### src/rtl/lsu_params.svh
// Width and depth macros for the store path of the load/store unit
`ifndef LSU_PARAMS_SVH
`define LSU_PARAMS_SVH

// Data path and byte address widths
`define LSU_DATA_WIDTH    32
`define LSU_ADDR_WIDTH    32
`define LSU_BE_WIDTH      4

// Store queue depth and the index width that covers it
`define LSU_SQ_DEPTH      8
`define LSU_SQ_IDX_WIDTH  3

// Tag width of the reorder buffer
`define LSU_ROB_IDX_WIDTH 5

`endif

### src/rtl/lsu_pkg.sv
// Store opcodes, queue entry states, store data union and store path structs
`include "lsu_params.svh"

package lsu_pkg;

    // Store size encodings as issued by the reservation station
    typedef enum logic [1:0] {
        ST_OP_SB = 2'b00,
        ST_OP_SH = 2'b01,
        ST_OP_SW = 2'b10
    } st_op_e;

    // Lifetime of one store queue slot
    typedef enum logic [1:0] {
        SQ_EMPTY       = 2'b00,
        SQ_SPECULATIVE = 2'b01,
        SQ_RETIRABLE   = 2'b10,
        SQ_LAUNCHED    = 2'b11
    } sq_state_e;

    // The same store data seen as a whole word or as individual byte lanes
    typedef union packed {
        logic [`LSU_DATA_WIDTH-1:0]    word;
        logic [`LSU_BE_WIDTH-1:0][7:0] bytes;
    } st_data_u;

    typedef struct packed {
        st_op_e                        op;
        logic [`LSU_ROB_IDX_WIDTH-1:0] tag;
        logic [`LSU_ADDR_WIDTH-1:0]    addr;
        st_data_u                      data;
    } sq_store_t;

    // A store on its way to the launch stage, with the slot it came from
    typedef struct packed {
        sq_store_t                    store;
        logic [`LSU_SQ_IDX_WIDTH-1:0] idx;
    } sq_launch_t;

    typedef struct packed {
        logic [`LSU_ADDR_WIDTH-1:0] addr;
        logic [`LSU_BE_WIDTH-1:0]   be;
        logic [`LSU_DATA_WIDTH-1:0] wdata;
    } mem_req_t;

endpackage

### src/rtl/lsu_sq_entry.sv
// Single store queue slot with its state FSM and the store it holds
`timescale 1ns/1ps
`include "lsu_params.svh"

module lsu_sq_entry (
    input  logic                          clk,
    input  logic                          i_rst_n,

    input  logic                          i_flush,

    // Allocation from the issue side
    input  logic                          i_alloc_en,
    input  lsu_pkg::sq_store_t            i_alloc,

    // Slot picked by the queue for launch
    input  logic                          i_launch_en,

    // ROB retirement of a store tag
    input  logic                          i_rob_retire_en,
    input  logic [`LSU_ROB_IDX_WIDTH-1:0] i_rob_retire_tag,

    // Outcome of the memory write for this slot
    input  logic                          i_update_en,
    input  logic                          i_update_retry,

    output lsu_pkg::sq_state_e            o_state,
    output lsu_pkg::sq_store_t            o_store,
    output logic                          o_rob_retire_ack
);

    lsu_pkg::sq_state_e state_q;
    lsu_pkg::sq_state_e state_d;
    lsu_pkg::sq_store_t store_q;
    logic               tag_match;

    // The tag only means something while the store is still speculative
    assign tag_match = (state_q == lsu_pkg::SQ_SPECULATIVE) &&
                       (store_q.tag == i_rob_retire_tag);

    // A flush in the same cycle discards the store, so no ack is given
    assign o_rob_retire_ack = i_rob_retire_en && !i_flush && tag_match;

    always_comb begin
        state_d = state_q;
        case (state_q)
            lsu_pkg::SQ_EMPTY: begin
                // Stores arriving with a flush are on the wrong path
                if (i_alloc_en && !i_flush) begin
                    state_d = lsu_pkg::SQ_SPECULATIVE;
                end
            end
            lsu_pkg::SQ_SPECULATIVE: begin
                if (i_flush) begin
                    state_d = lsu_pkg::SQ_EMPTY;
                end else if (o_rob_retire_ack) begin
                    state_d = lsu_pkg::SQ_RETIRABLE;
                end
            end
            lsu_pkg::SQ_RETIRABLE: begin
                if (i_launch_en) begin
                    state_d = lsu_pkg::SQ_LAUNCHED;
                end
            end
            lsu_pkg::SQ_LAUNCHED: begin
                // A retried write waits in the queue to be launched again
                if (i_update_en) begin
                    state_d = i_update_retry ? lsu_pkg::SQ_RETIRABLE : lsu_pkg::SQ_EMPTY;
                end
            end
            default: begin
                state_d = lsu_pkg::SQ_EMPTY;
            end
        endcase
    end

    always_ff @(posedge clk or negedge i_rst_n) begin
        if (!i_rst_n) begin
            state_q <= lsu_pkg::SQ_EMPTY;
        end else begin
            state_q <= state_d;
        end
    end

    always_ff @(posedge clk) begin
        if (i_alloc_en) begin
            store_q <= i_alloc;
        end
    end

    assign o_state = state_q;
    assign o_store = store_q;

endmodule

### src/rtl/lsu_sq.sv
// Store queue with slot array, allocate and launch pickers and registered outputs
`timescale 1ns/1ps
`include "lsu_params.svh"

module lsu_sq (
    input  logic                          clk,
    input  logic                          i_rst_n,

    input  logic                          i_flush,
    output logic                          o_full,
    output logic                          o_nonspeculative_pending,

    input  logic                          i_alloc_en,
    input  lsu_pkg::sq_store_t            i_alloc,

    input  logic                          i_rob_retire_en,
    input  logic [`LSU_ROB_IDX_WIDTH-1:0] i_rob_retire_tag,
    output logic                          o_rob_retire_ack,

    // Retired stores toward the launch stage
    input  logic                          i_launch_ready,
    output logic                          o_launch_valid,
    output lsu_pkg::sq_launch_t           o_launch,

    // Write outcome reported back by the launch stage
    input  logic                          i_update_en,
    input  logic [`LSU_SQ_IDX_WIDTH-1:0]  i_update_idx,
    input  logic                          i_update_retry
);

    lsu_pkg::sq_state_e           entry_state [`LSU_SQ_DEPTH];
    lsu_pkg::sq_store_t           entry_store [`LSU_SQ_DEPTH];
    logic [`LSU_SQ_DEPTH-1:0]     entry_empty;
    logic [`LSU_SQ_DEPTH-1:0]     entry_retirable;
    logic [`LSU_SQ_DEPTH-1:0]     entry_launched;
    logic [`LSU_SQ_DEPTH-1:0]     entry_ack;
    logic [`LSU_SQ_DEPTH-1:0]     alloc_select;
    logic [`LSU_SQ_DEPTH-1:0]     launch_picked;
    logic [`LSU_SQ_DEPTH-1:0]     launch_select;
    logic [`LSU_SQ_DEPTH-1:0]     update_select;
    logic [`LSU_SQ_IDX_WIDTH-1:0] launch_idx;
    logic                         launch_take;

    // Isolate the lowest set bit
    function automatic logic [`LSU_SQ_DEPTH-1:0] pick_lowest(
        input logic [`LSU_SQ_DEPTH-1:0] req
    );
        return req & (~req + 1'b1);
    endfunction

    function automatic logic [`LSU_SQ_IDX_WIDTH-1:0] onehot_to_idx(
        input logic [`LSU_SQ_DEPTH-1:0] onehot
    );
        logic [`LSU_SQ_IDX_WIDTH-1:0] idx;
        idx = '0;
        for (int i = 0; i < `LSU_SQ_DEPTH; i++) begin
            if (onehot[i]) begin
                idx = idx | `LSU_SQ_IDX_WIDTH'(i);
            end
        end
        return idx;
    endfunction

    for (genvar g = 0; g < `LSU_SQ_DEPTH; g++) begin : gen_entry
        lsu_sq_entry u_entry (
            .clk              (clk),
            .i_rst_n          (i_rst_n),
            .i_flush          (i_flush),
            .i_alloc_en       (alloc_select[g]),
            .i_alloc          (i_alloc),
            .i_launch_en      (launch_select[g]),
            .i_rob_retire_en  (i_rob_retire_en),
            .i_rob_retire_tag (i_rob_retire_tag),
            .i_update_en      (update_select[g]),
            .i_update_retry   (i_update_retry),
            .o_state          (entry_state[g]),
            .o_store          (entry_store[g]),
            .o_rob_retire_ack (entry_ack[g])
        );

        assign entry_empty[g]     = (entry_state[g] == lsu_pkg::SQ_EMPTY);
        assign entry_retirable[g] = (entry_state[g] == lsu_pkg::SQ_RETIRABLE);
        assign entry_launched[g]  = (entry_state[g] == lsu_pkg::SQ_LAUNCHED);
    end

    assign alloc_select  = {`LSU_SQ_DEPTH{i_alloc_en}} & pick_lowest(entry_empty);
    assign update_select = {`LSU_SQ_DEPTH{i_update_en}} & (`LSU_SQ_DEPTH'(1) << i_update_idx);

    // Full once the last empty slot is taken by the allocation in flight
    assign o_full = ((entry_empty & ~alloc_select) == '0);

    // Retired stores still owe a write to memory
    assign o_nonspeculative_pending = |(entry_retirable | entry_launched);

    // A held output register stops all launches until the launch stage takes it
    assign launch_take   = !o_launch_valid || i_launch_ready;
    assign launch_picked = pick_lowest(entry_retirable);
    assign launch_select = {`LSU_SQ_DEPTH{launch_take}} & launch_picked;
    assign launch_idx    = onehot_to_idx(launch_picked);

    // The output register survives a flush since its store is already retired
    always_ff @(posedge clk or negedge i_rst_n) begin
        if (!i_rst_n) begin
            o_launch_valid   <= 1'b0;
            o_rob_retire_ack <= 1'b0;
        end else begin
            if (launch_take) begin
                o_launch_valid <= |launch_picked;
            end
            o_rob_retire_ack <= |entry_ack;
        end
    end

    always_ff @(posedge clk) begin
        if (launch_take && |launch_picked) begin
            o_launch.store <= entry_store[launch_idx];
            o_launch.idx   <= launch_idx;
        end
    end

endmodule

### src/rtl/lsu_st_launch.sv
// Launch stage that aligns a retired store and offers it to the data memory port
`timescale 1ns/1ps
`include "lsu_params.svh"

module lsu_st_launch (
    input  logic                         clk,
    input  logic                         i_rst_n,

    // Store from the queue
    input  logic                         i_launch_valid,
    output logic                         o_launch_ready,
    input  lsu_pkg::sq_launch_t          i_launch,

    // Data memory write port
    output logic                         o_mem_valid,
    input  logic                         i_mem_ready,
    input  logic                         i_mem_retry,
    output lsu_pkg::mem_req_t            o_mem_req,

    // Write outcome back to the queue
    output logic                         o_update_en,
    output logic [`LSU_SQ_IDX_WIDTH-1:0] o_update_idx,
    output logic                         o_update_retry
);

    lsu_pkg::st_data_u            data_in;
    lsu_pkg::st_data_u            data_aligned;
    lsu_pkg::mem_req_t            req_d;
    logic [1:0]                   lane;
    logic [`LSU_SQ_IDX_WIDTH-1:0] idx_q;
    logic                         mem_accept;
    logic                         load_en;

    assign mem_accept     = o_mem_valid && i_mem_ready;
    assign o_launch_ready = !o_mem_valid || i_mem_ready;
    assign load_en        = i_launch_valid && o_launch_ready;

    assign data_in = i_launch.store.data;
    assign lane    = i_launch.store.addr[1:0];

    // Sub-word stores go to the byte lanes picked by the low address bits
    always_comb begin
        data_aligned.word = '0;
        req_d.be          = '0;
        case (i_launch.store.op)
            lsu_pkg::ST_OP_SB: begin
                req_d.be[lane]           = 1'b1;
                data_aligned.bytes[lane] = data_in.bytes[0];
            end
            lsu_pkg::ST_OP_SH: begin
                req_d.be = `LSU_BE_WIDTH'(2'b11) << {lane[1], 1'b0};
                data_aligned.bytes[{lane[1], 1'b0}] = data_in.bytes[0];
                data_aligned.bytes[{lane[1], 1'b1}] = data_in.bytes[1];
            end
            default: begin
                req_d.be          = '1;
                data_aligned.word = data_in.word;
            end
        endcase
        req_d.addr  = {i_launch.store.addr[`LSU_ADDR_WIDTH-1:2], 2'b00};
        req_d.wdata = data_aligned.word;
    end

    always_ff @(posedge clk or negedge i_rst_n) begin
        if (!i_rst_n) begin
            o_mem_valid <= 1'b0;
        end else if (load_en) begin
            o_mem_valid <= 1'b1;
        end else if (mem_accept) begin
            o_mem_valid <= 1'b0;
        end
    end

    always_ff @(posedge clk) begin
        if (load_en) begin
            o_mem_req <= req_d;
            idx_q     <= i_launch.idx;
        end
    end

    // Every handshake closes out the held slot, retried or not
    assign o_update_en    = mem_accept;
    assign o_update_idx   = idx_q;
    assign o_update_retry = i_mem_retry;

endmodule

### src/rtl/lsu_store_path.sv
// Store path top level joining the store queue and the launch stage
`timescale 1ns/1ps
`include "lsu_params.svh"

module lsu_store_path (
    input  logic                          clk,
    input  logic                          i_rst_n,
    input  logic                          i_flush,
    input  logic                          i_alloc_en,
    input  lsu_pkg::sq_store_t            i_alloc,
    input  logic                          i_rob_retire_en,
    input  logic [`LSU_ROB_IDX_WIDTH-1:0] i_rob_retire_tag,
    input  logic                          i_mem_ready,
    input  logic                          i_mem_retry,
    output logic                          o_full,
    output logic                          o_nonspeculative_pending,
    output logic                          o_rob_retire_ack,
    output logic                          o_mem_valid,
    output lsu_pkg::mem_req_t             o_mem_req
);

    logic                         launch_valid;
    logic                         launch_ready;
    lsu_pkg::sq_launch_t          launch;
    logic                         update_en;
    logic [`LSU_SQ_IDX_WIDTH-1:0] update_idx;
    logic                         update_retry;

    lsu_sq u_sq (
        .clk                      (clk),
        .i_rst_n                  (i_rst_n),
        .i_flush                  (i_flush),
        .o_full                   (o_full),
        .o_nonspeculative_pending (o_nonspeculative_pending),
        .i_alloc_en               (i_alloc_en),
        .i_alloc                  (i_alloc),
        .i_rob_retire_en          (i_rob_retire_en),
        .i_rob_retire_tag         (i_rob_retire_tag),
        .o_rob_retire_ack         (o_rob_retire_ack),
        .i_launch_ready           (launch_ready),
        .o_launch_valid           (launch_valid),
        .o_launch                 (launch),
        .i_update_en              (update_en),
        .i_update_idx             (update_idx),
        .i_update_retry           (update_retry)
    );

    lsu_st_launch u_st_launch (
        .clk            (clk),
        .i_rst_n        (i_rst_n),
        .i_launch_valid (launch_valid),
        .o_launch_ready (launch_ready),
        .i_launch       (launch),
        .o_mem_valid    (o_mem_valid),
        .i_mem_ready    (i_mem_ready),
        .i_mem_retry    (i_mem_retry),
        .o_mem_req      (o_mem_req),
        .o_update_en    (update_en),
        .o_update_idx   (update_idx),
        .o_update_retry (update_retry)
    );

endmodule

### config.mk
export PLATFORM = sky130hd
export DESIGN_NAME = lsu_store_path
export DESIGN_NICKNAME = d
export VERILOG_FILES = /design/src/rtl/lsu_pkg.sv /design/src/rtl/lsu_sq_entry.sv /design/src/rtl/lsu_sq.sv /design/src/rtl/lsu_st_launch.sv /design/src/rtl/lsu_store_path.sv
export VERILOG_INCLUDE_DIRS = /design/src /design/src/rtl
export SDC_FILE = /design/constraint.sdc
export NUM_CORES = 1
export LEC_CHECK = 0
export ABC_AREA = 1
export BUFFER_PORTS_ARGS = -buffer_cell sky130_fd_sc_hd__buf_2
export CAP_MARGIN = 20
export CORE_MARGIN = 4
export CORE_UTILIZATION = 57
export DETAILED_ROUTE_END_ITERATION = 8
export HOLD_SLACK_MARGIN = 0.05
export PLACE_DENSITY = 0.75
export SYNTH_ARGS = -nofsm -noshare
export SYNTH_HDL_FRONTEND = slang
export SYNTH_SLANG_ARGS = --single-unit
### constraint.sdc
create_clock -name clk -period 15.6 [get_ports clk]
set_clock_uncertainty 0.15 [all_clocks]
set_input_delay 1.56 -clock clk [delete_from_list [all_inputs] [get_ports clk]]
set_output_delay 1.56 -clock clk [all_outputs]
set_load 0.05 [all_outputs]
==> results of run 1 <==
layout make-up:
type                       instances  area [um^2]
antenna                            6        15.01
clock buffer                     100         2086
clock inverter                    33        242.7
fill                            3951        19200
inverter                         595         2242
multi-input combinational       1510         6798
sequential                       725        21680
tap                              696        870.8
timing repair buffer             179         1003
kinds of logic after synthesis:
family | share of synthesized area
other | 0.0001194
DFF | 0.6903
buffers and inverters | 0.09559
AOI/OAI and AO/OA | 0.01494
and+or+nand+nor | 0.1943
xor gates and xnor gates | 0.004742
power breakdown:
group          switching (W)  total (W)  leakage [nW]  internal, W
sequential          0.000158    0.00292          6.75      0.00276
clock               0.000712    0.00170          1.14     0.000987
combinational        0.00268    0.00363          7.48     0.000945
per-layer routing:
| metal | wire length (um) | up-vias | track usage |
|---|---|---|---|
| met1 | 28970 | 10195 | 0.3135 |
| met5 | 70 | - | 0 |
| li1 | - | 9939 | - |
| met2 | 34900 | 878 | 0.4010 |
| met3 | 5838 | 147 | 0.04999 |
| met4 | 1608 | 12 | 0.07961 |
registers in the layout (all words and copies together), names as in the netlist:
signal / cells
u_sq.gen_entry.u_entry.o_state: 16
u_sq.gen_entry.u_entry.o_store: 568
u_sq.o_launch: 69
u_sq.o_launch_valid: 1
u_sq.o_rob_retire_ack: 1
u_st_launch.o_mem_req: 66
u_st_launch.o_mem_valid: 1
u_st_launch.o_update_idx: 3
worst max-delay path by stage:
stage | startpoint | endpoint | slack [ps] | cells after the start
floorplan | i_alloc_en | o_full | 6090 | 4
global placement | i_alloc_en | o_full | 10660 | 7
detailed placement | i_alloc_en | o_full | 10640 | 7
CTS | i_alloc_en | o_full | 10620 | 7
global route | i_alloc_en | o_full | 10510 | 7
finish | i_alloc_en | o_full | 10670 | 7
cells in the mapped netlist:
cell      number
o211a_1        2
nand3_2        1
a211oi_1       1
a31oi_1        2
nand3b_2       1
inv_1        584
buf_1          2
nand4_1       11
nor4_1         2
nor2_4         2
nor3_1         6
o22ai_1        6
nand2_4        1
or2_2          1
inv_2          7
nor3b_1        1
nand3_1      574
nor2_2         3
nand2_2        5
buf_6          3
a21oi_1        9
clkinv_1       4
xnor2_1        4
buf_4         33
o221ai_1       1
o21ai_1        1
o21ai_0       53
clkbuf_1      21
buf_2         80
xor2_1        13
nand2_1      726
dfrtp_1       19
a22oi_1        4
conb_1         1
o211ai_1       5
nor2_1        73
edfxtp_1     706
worst reg2reg max path: stages, from the launching register on:
cell	delay (ps)
dfrtp_1	420
inv_1	110
nand2_1	140
nand2_1	80
nand2_1	100
nand3_4	700
nand2_8	500
buf_16	440
buf_4	1030
nand2_1	240
nand3_1	120
nand2_1	80
nand2_1	70
nand2_1	70
metrics by stage:
step	hold slack (ps)	cells	power, W
after global routing	271.7	3840	0.008796
after global placement	255.2	3703	0.006410
final	266.2	3844	0.008244
after floorplan	250.3	2969	0.005668
after CTS	263.4	3836	0.008246
after detailed placement	254.5	3703	0.006520
==> out/metrics.cfg, run 1 <==
[sta]
slew_violations = 0
tightest_slew_ps = 1091
min_period_over_period = 0.3161
rsz0062_at_grt = no
fmax_mhz = 202.8
setup_ws_ps = 10670
min_period_ps = 4932
max-slew-margin-rel = 0.2729
setup_viol = 0
setup_tns_ps = 0
finalHoldViolCount = 0

[critical_path]
r2r_slack_ps = 11090
path_class = input port to primary output
r2r-end = u_sq.o_launch[28]
crit_buf_inv = 4
slowest_delay_ps = 500
critical-path-top-delay-family = buffers and inverters
r2r-start = u_sq.gen_entry[6].u_entry.o_state[0]
crit_chain = buf_2 > inv_1 > nor3_2 > buf_4 > o221ai_1 > nor2_1 > buf_2
worstPathArrival_ps = 3220
crit_path_end_kind = primary output
crit_top_cell = buf_2
reg2reg_depth = 13
start_kind = input port
slowest_stage = buf_4
crit_fanout = 35
worstPathRequired_ps = 13890

[worst_hold_path]
min_path_type = flop to flop
whs_path_depth = 0
hp-start = u_sq.o_launch[1]
whs_endpoint = u_st_launch.o_update_idx[1]

[yosys]
yosysUniqueCellTypes = 37
synth_area_mm2 = 0.03140
avgSynthCellArea_um2 = 10.58
synthTopCellsByArea = edfxtp_1 68%, nand3_1 9.1%, nand2_1 8.7%, inv_1 7.0%, dfrtp_1 1.5%
synth_top_cell_area_share = 0.6751
ys_ff_latch = 725
yosys.area.top_type = edfxtp_1
yosysSeqAreaShare = 0.6903
ys_warn_count = 0
syn-instance-count = 2968

[grt]
grt_pass1_vias = 20665
grt_start_max_net_pins = 175
grt-ovfl-total = 0
grt_first_pass_wirelength_um = 111500
track_usage = 0.2385
antenna_found_initial = 12

[clock_network]
clock_sinks = 725
cts.clk_slew.worst_paths_ps = 60
root_buffer = clkbuf_16
cts_buffers = 74
clk_latency_ps = 600
cts_tree = done
cts_max_level = 3
hold_buffers = 0
cts_resized = 0
clockBufferDepth = 3
cts_setup_buffers = 0

[status]
status = complete, no violations

[placed_design]
dp_slack_ps = 10640
dp_hpwl_um = 38710
place_area_mm2 = 0.03254
port-buffer-count = 152
gp_congestion = 0.8593

[pwr]
leakagePower_nw = 15.36
ir_worst_vdd_uv = 275.9
power_density_mw_per_mm2 = 236.0

[detailed_routing]
wl_um = 71390
post_drt_wl_per_cell_um = 18.57
route.vias.total = 21171
antenna_left = 0
drt_first_iter_violations = 2138
dr.pass1.iters = 6
via_per_inst = 5.508
drc_errors = 0

[cells_and_area]
post-route-util = 0.6453
final_common_cell = nand2_1
stdcell_area_mm2 = 0.03493
area_delta_synth_final_pct = 11.25
drive_gt1_frac = 0.09962
fin_nets = 3168
final_cell_mix = 725 x nand2_1, 706 x edfxtp_1, 581 x inv_1

[floorplanning]
die_h_um = 242.7
io-pin-count = 155
start_util = 0.5801
chipWidth_um = 242.7
core_mm2 = 0.05413
num_rows = 85
dieArea_mm2 = 0.05891

[job]
max-cap-violations = 0

Power figures use the tool's default switching activity.
==> run 2, diff against run 1 <==
==> constraint.sdc (replaced) <==
create_clock -name clk -period 4.7 [get_ports clk]
set_clock_uncertainty 0.15 [all_clocks]
set_input_delay 0.47 -clock clk [delete_from_list [all_inputs] [get_ports clk]]
set_output_delay 0.47 -clock clk [all_outputs]
set_load 0.05 [all_outputs]
==> run 2 against run 1 <==
Net effect:
- clock-buffer cell count shrank 13
- clock power grew to 3.5 times the previous value
- flip-flop and latch count is the same
- combinational power grew to 3.4 times the previous value
- worst hold slack lost 190 ps
- cell count grew 1.8%
- first-iteration DRC count grew 16%
==> out/metrics.cfg, run 2 (synthesis gave the netlist of run 1 again) <==
[clock_network]
clockBufferDepth = 3  ; unchanged
clock_sinks = 725  ; unchanged
root_buffer = clkbuf_16
cts_buffers = 73  ; -1.4%
cts_tree = done
clk_latency_ps = 600  ; about the same
cts_setup_buffers = 0  ; unchanged
cts_max_level = 3  ; unchanged
cts.clk_slew.worst_paths_ps = 60  ; about the same

[sta]
setup_tns_ps = 0  ; unchanged
rsz0062_at_grt = no
fmax_mhz = 289.3
setup_viol = 0  ; unchanged
slew_violations = 0  ; unchanged
finalHoldViolCount = 0  ; unchanged
max-slew-margin-rel = 0.09535  ; -0.1775
min_period_ps = 3456
min_period_over_period = 0.7353
tightest_slew_ps = 1357  ; +266.3 ps

[detailed_routing]
route.vias.total = 21413  ; +1.1%
drt_first_iter_violations = 2470  ; +16%
antenna_left = 0  ; unchanged
post_drt_wl_per_cell_um = 18.81  ; +1.3%
drc_errors = 0  ; unchanged
via_per_inst = 5.471  ; -0.67%
wl_um = 73620  ; +3.1%
dr.pass1.iters = 7  ; +1

[cells_and_area]
drive_gt1_frac = 0.09860  ; -0.001018
largest_reg_flops = 568  ; unchanged
stdcell_area_mm2 = 0.03589  ; +2.7%
final_cell_mix = 725 x nand2_1, 706 x edfxtp_1, 581 x inv_1
fin_cells = 3914  ; +1.8%
area_delta_synth_final_pct = 14.28
final_common_cell = nand2_1
fin_nets = 3241  ; +2.3%

[floorplanning]
die_h_um = 242.7  ; unchanged
dieArea_mm2 = 0.05891  ; unchanged
core_mm2 = 0.05413  ; unchanged
num_rows = 85  ; unchanged
start_util = 0.5801  ; unchanged
chipWidth_um = 242.7  ; unchanged
io-pin-count = 155  ; unchanged

[critical_path]
worstPathRequired_ps = 4080  ; -9810 ps
startpoint = u_sq.gen_entry[0].u_entry.o_state[1]
start_kind = flop
slowest_stage = dfrtp_1
r2r_slack_ps = 1520  ; -9570 ps
slowest_delay_ps = 470  ; -30 ps
crit_path_end_kind = primary output
crit_top_cell = nor2_1
cp_num_cells = 8  ; +1
worstPathArrival_ps = 2840  ; -380 ps
reg2reg_depth = 12  ; -1
r2r-start = u_sq.gen_entry[0].u_entry.o_state[0]
critical-path-top-delay-family = buffers and inverters
crit_buf_inv = 2  ; -2
crit_chain = nor2_1 > nor2_1 > nand2_1 > nor3_4 > buf_12 > o221ai_1 > nor2_1 > buf_2
path_class = flop to primary output
r2r-end = u_sq.o_launch[21]
crit_fanout = 72  ; +110%

[placed_design]
gp_congestion = 0.8963  ; +4.3%
port-buffer-count = 152  ; unchanged
dpl.cell_count = 3708  ; +0.14%
place_area_mm2 = 0.03273  ; +0.61%
dp_hpwl_um = 39640  ; +2.4%

[pwr]
power_density_mw_per_mm2 = 772.8  ; +230%
ir_worst_vdd_uv = 1058  ; +280%
leakagePower_nw = 15.76  ; +2.6%

[worst_hold_path]
whs_path_depth = 1  ; +1
whs_endpoint = u_sq.gen_entry[5].u_entry.o_store[68]
min_path_type = input port to flop
hp-start = i_alloc[68]

[status]
status = complete, no violations

[grt]
antenna_found_initial = 4  ; -8
grt-ovfl-total = 0  ; unchanged
grt_first_pass_wirelength_um = 114200  ; +2.4%
track_usage = 0.2468  ; +0.008276
grt_start_max_net_pins = 265  ; +51%
grt_pass1_vias = 20733  ; +0.33%

[job]
max-cap-violations = 0  ; unchanged

[run 2: cell count changes in the layout (fill, tap and decap cells not counted), moves of 3 or more]
cell           delta
dlygate4sd3_1    +71
clkbuf_1          -9
buf_4             -6
diode_2           -3
nor3_4            +4
clkinv_1          +7
bufinv_16         +6
clkbuf_8          -3
nor3_2            -4
buf_12           +11
[run 2: final cells by class]
| type | instances | area [um^2] |
|---|---|---|
| Antenna cell | 3 | 7.507 |
| Clock buffer | 87 | 1986 |
| Clock inverter | 45 | 449.2 |
| Fill cell | 3898 | 18250 |
| Inverter | 595 | 2240 |
| Multi-Input combinational cell | 1510 | 6823 |
| Sequential cell | 725 | 21680 |
| Tap cell | 696 | 870.8 |
| Timing Repair Buffer | 253 | 1834 |
[run 2: worst max-delay path by stage]
stage | slack (ps) | endpoint
2_1_floorplan | -460 | o_full
3_3_place_gp | 1640 | u_sq.o_launch[17]
3_5_place_dp | 1550 | u_sq.o_launch[21]
4_1_cts | 1230 | o_full
5_1_grt | 1100 | o_full
6_report | 1240 | o_full
[run 2: routing by layer]
layer | share of wire | GRT usage | vias to the layer above | wire length [um]
met4 | 0.029 | 0.08776 | 4 | 2135
met3 | 0.079 | 0.03940 | 174 | 5832
li1 | - | - | 10093 | -
met5 | 0.00035 | 0 | - | 26
met2 | 0.48 | 0.4071 | 979 | 35610
met1 | 0.41 | 0.3375 | 10163 | 30010
[run 2: per-stage QoR]
step	setup WS [ps]	power (W)	hold WS, ps	utilization
after CTS	1233	0.02774	58.40	0.6628
final	1244	0.02773	77.57	0.6629
after global placement	1644	0.02143	253.7	0.6047
after detailed placement	1548	0.02181	255.7	0.6047
after global routing	1096	0.02947	61.85	0.6628
after floorplan	-461.9	0.01878	24.41	-
[run 2: where the power goes]
part           switching [W]  internal [W]  leakage [nW]
Combinational        0.00891       0.00325          7.84
Sequential          0.000543       0.00916          6.75
Clock                0.00236       0.00350          1.18
Total                 0.0118        0.0159          15.8
[run 2: what timing repair did]
item | CTS | global route
gates resized for setup | 0 | 0
hold buffers | 71 | 0
endpoints found under the hold margin | 572 | 0
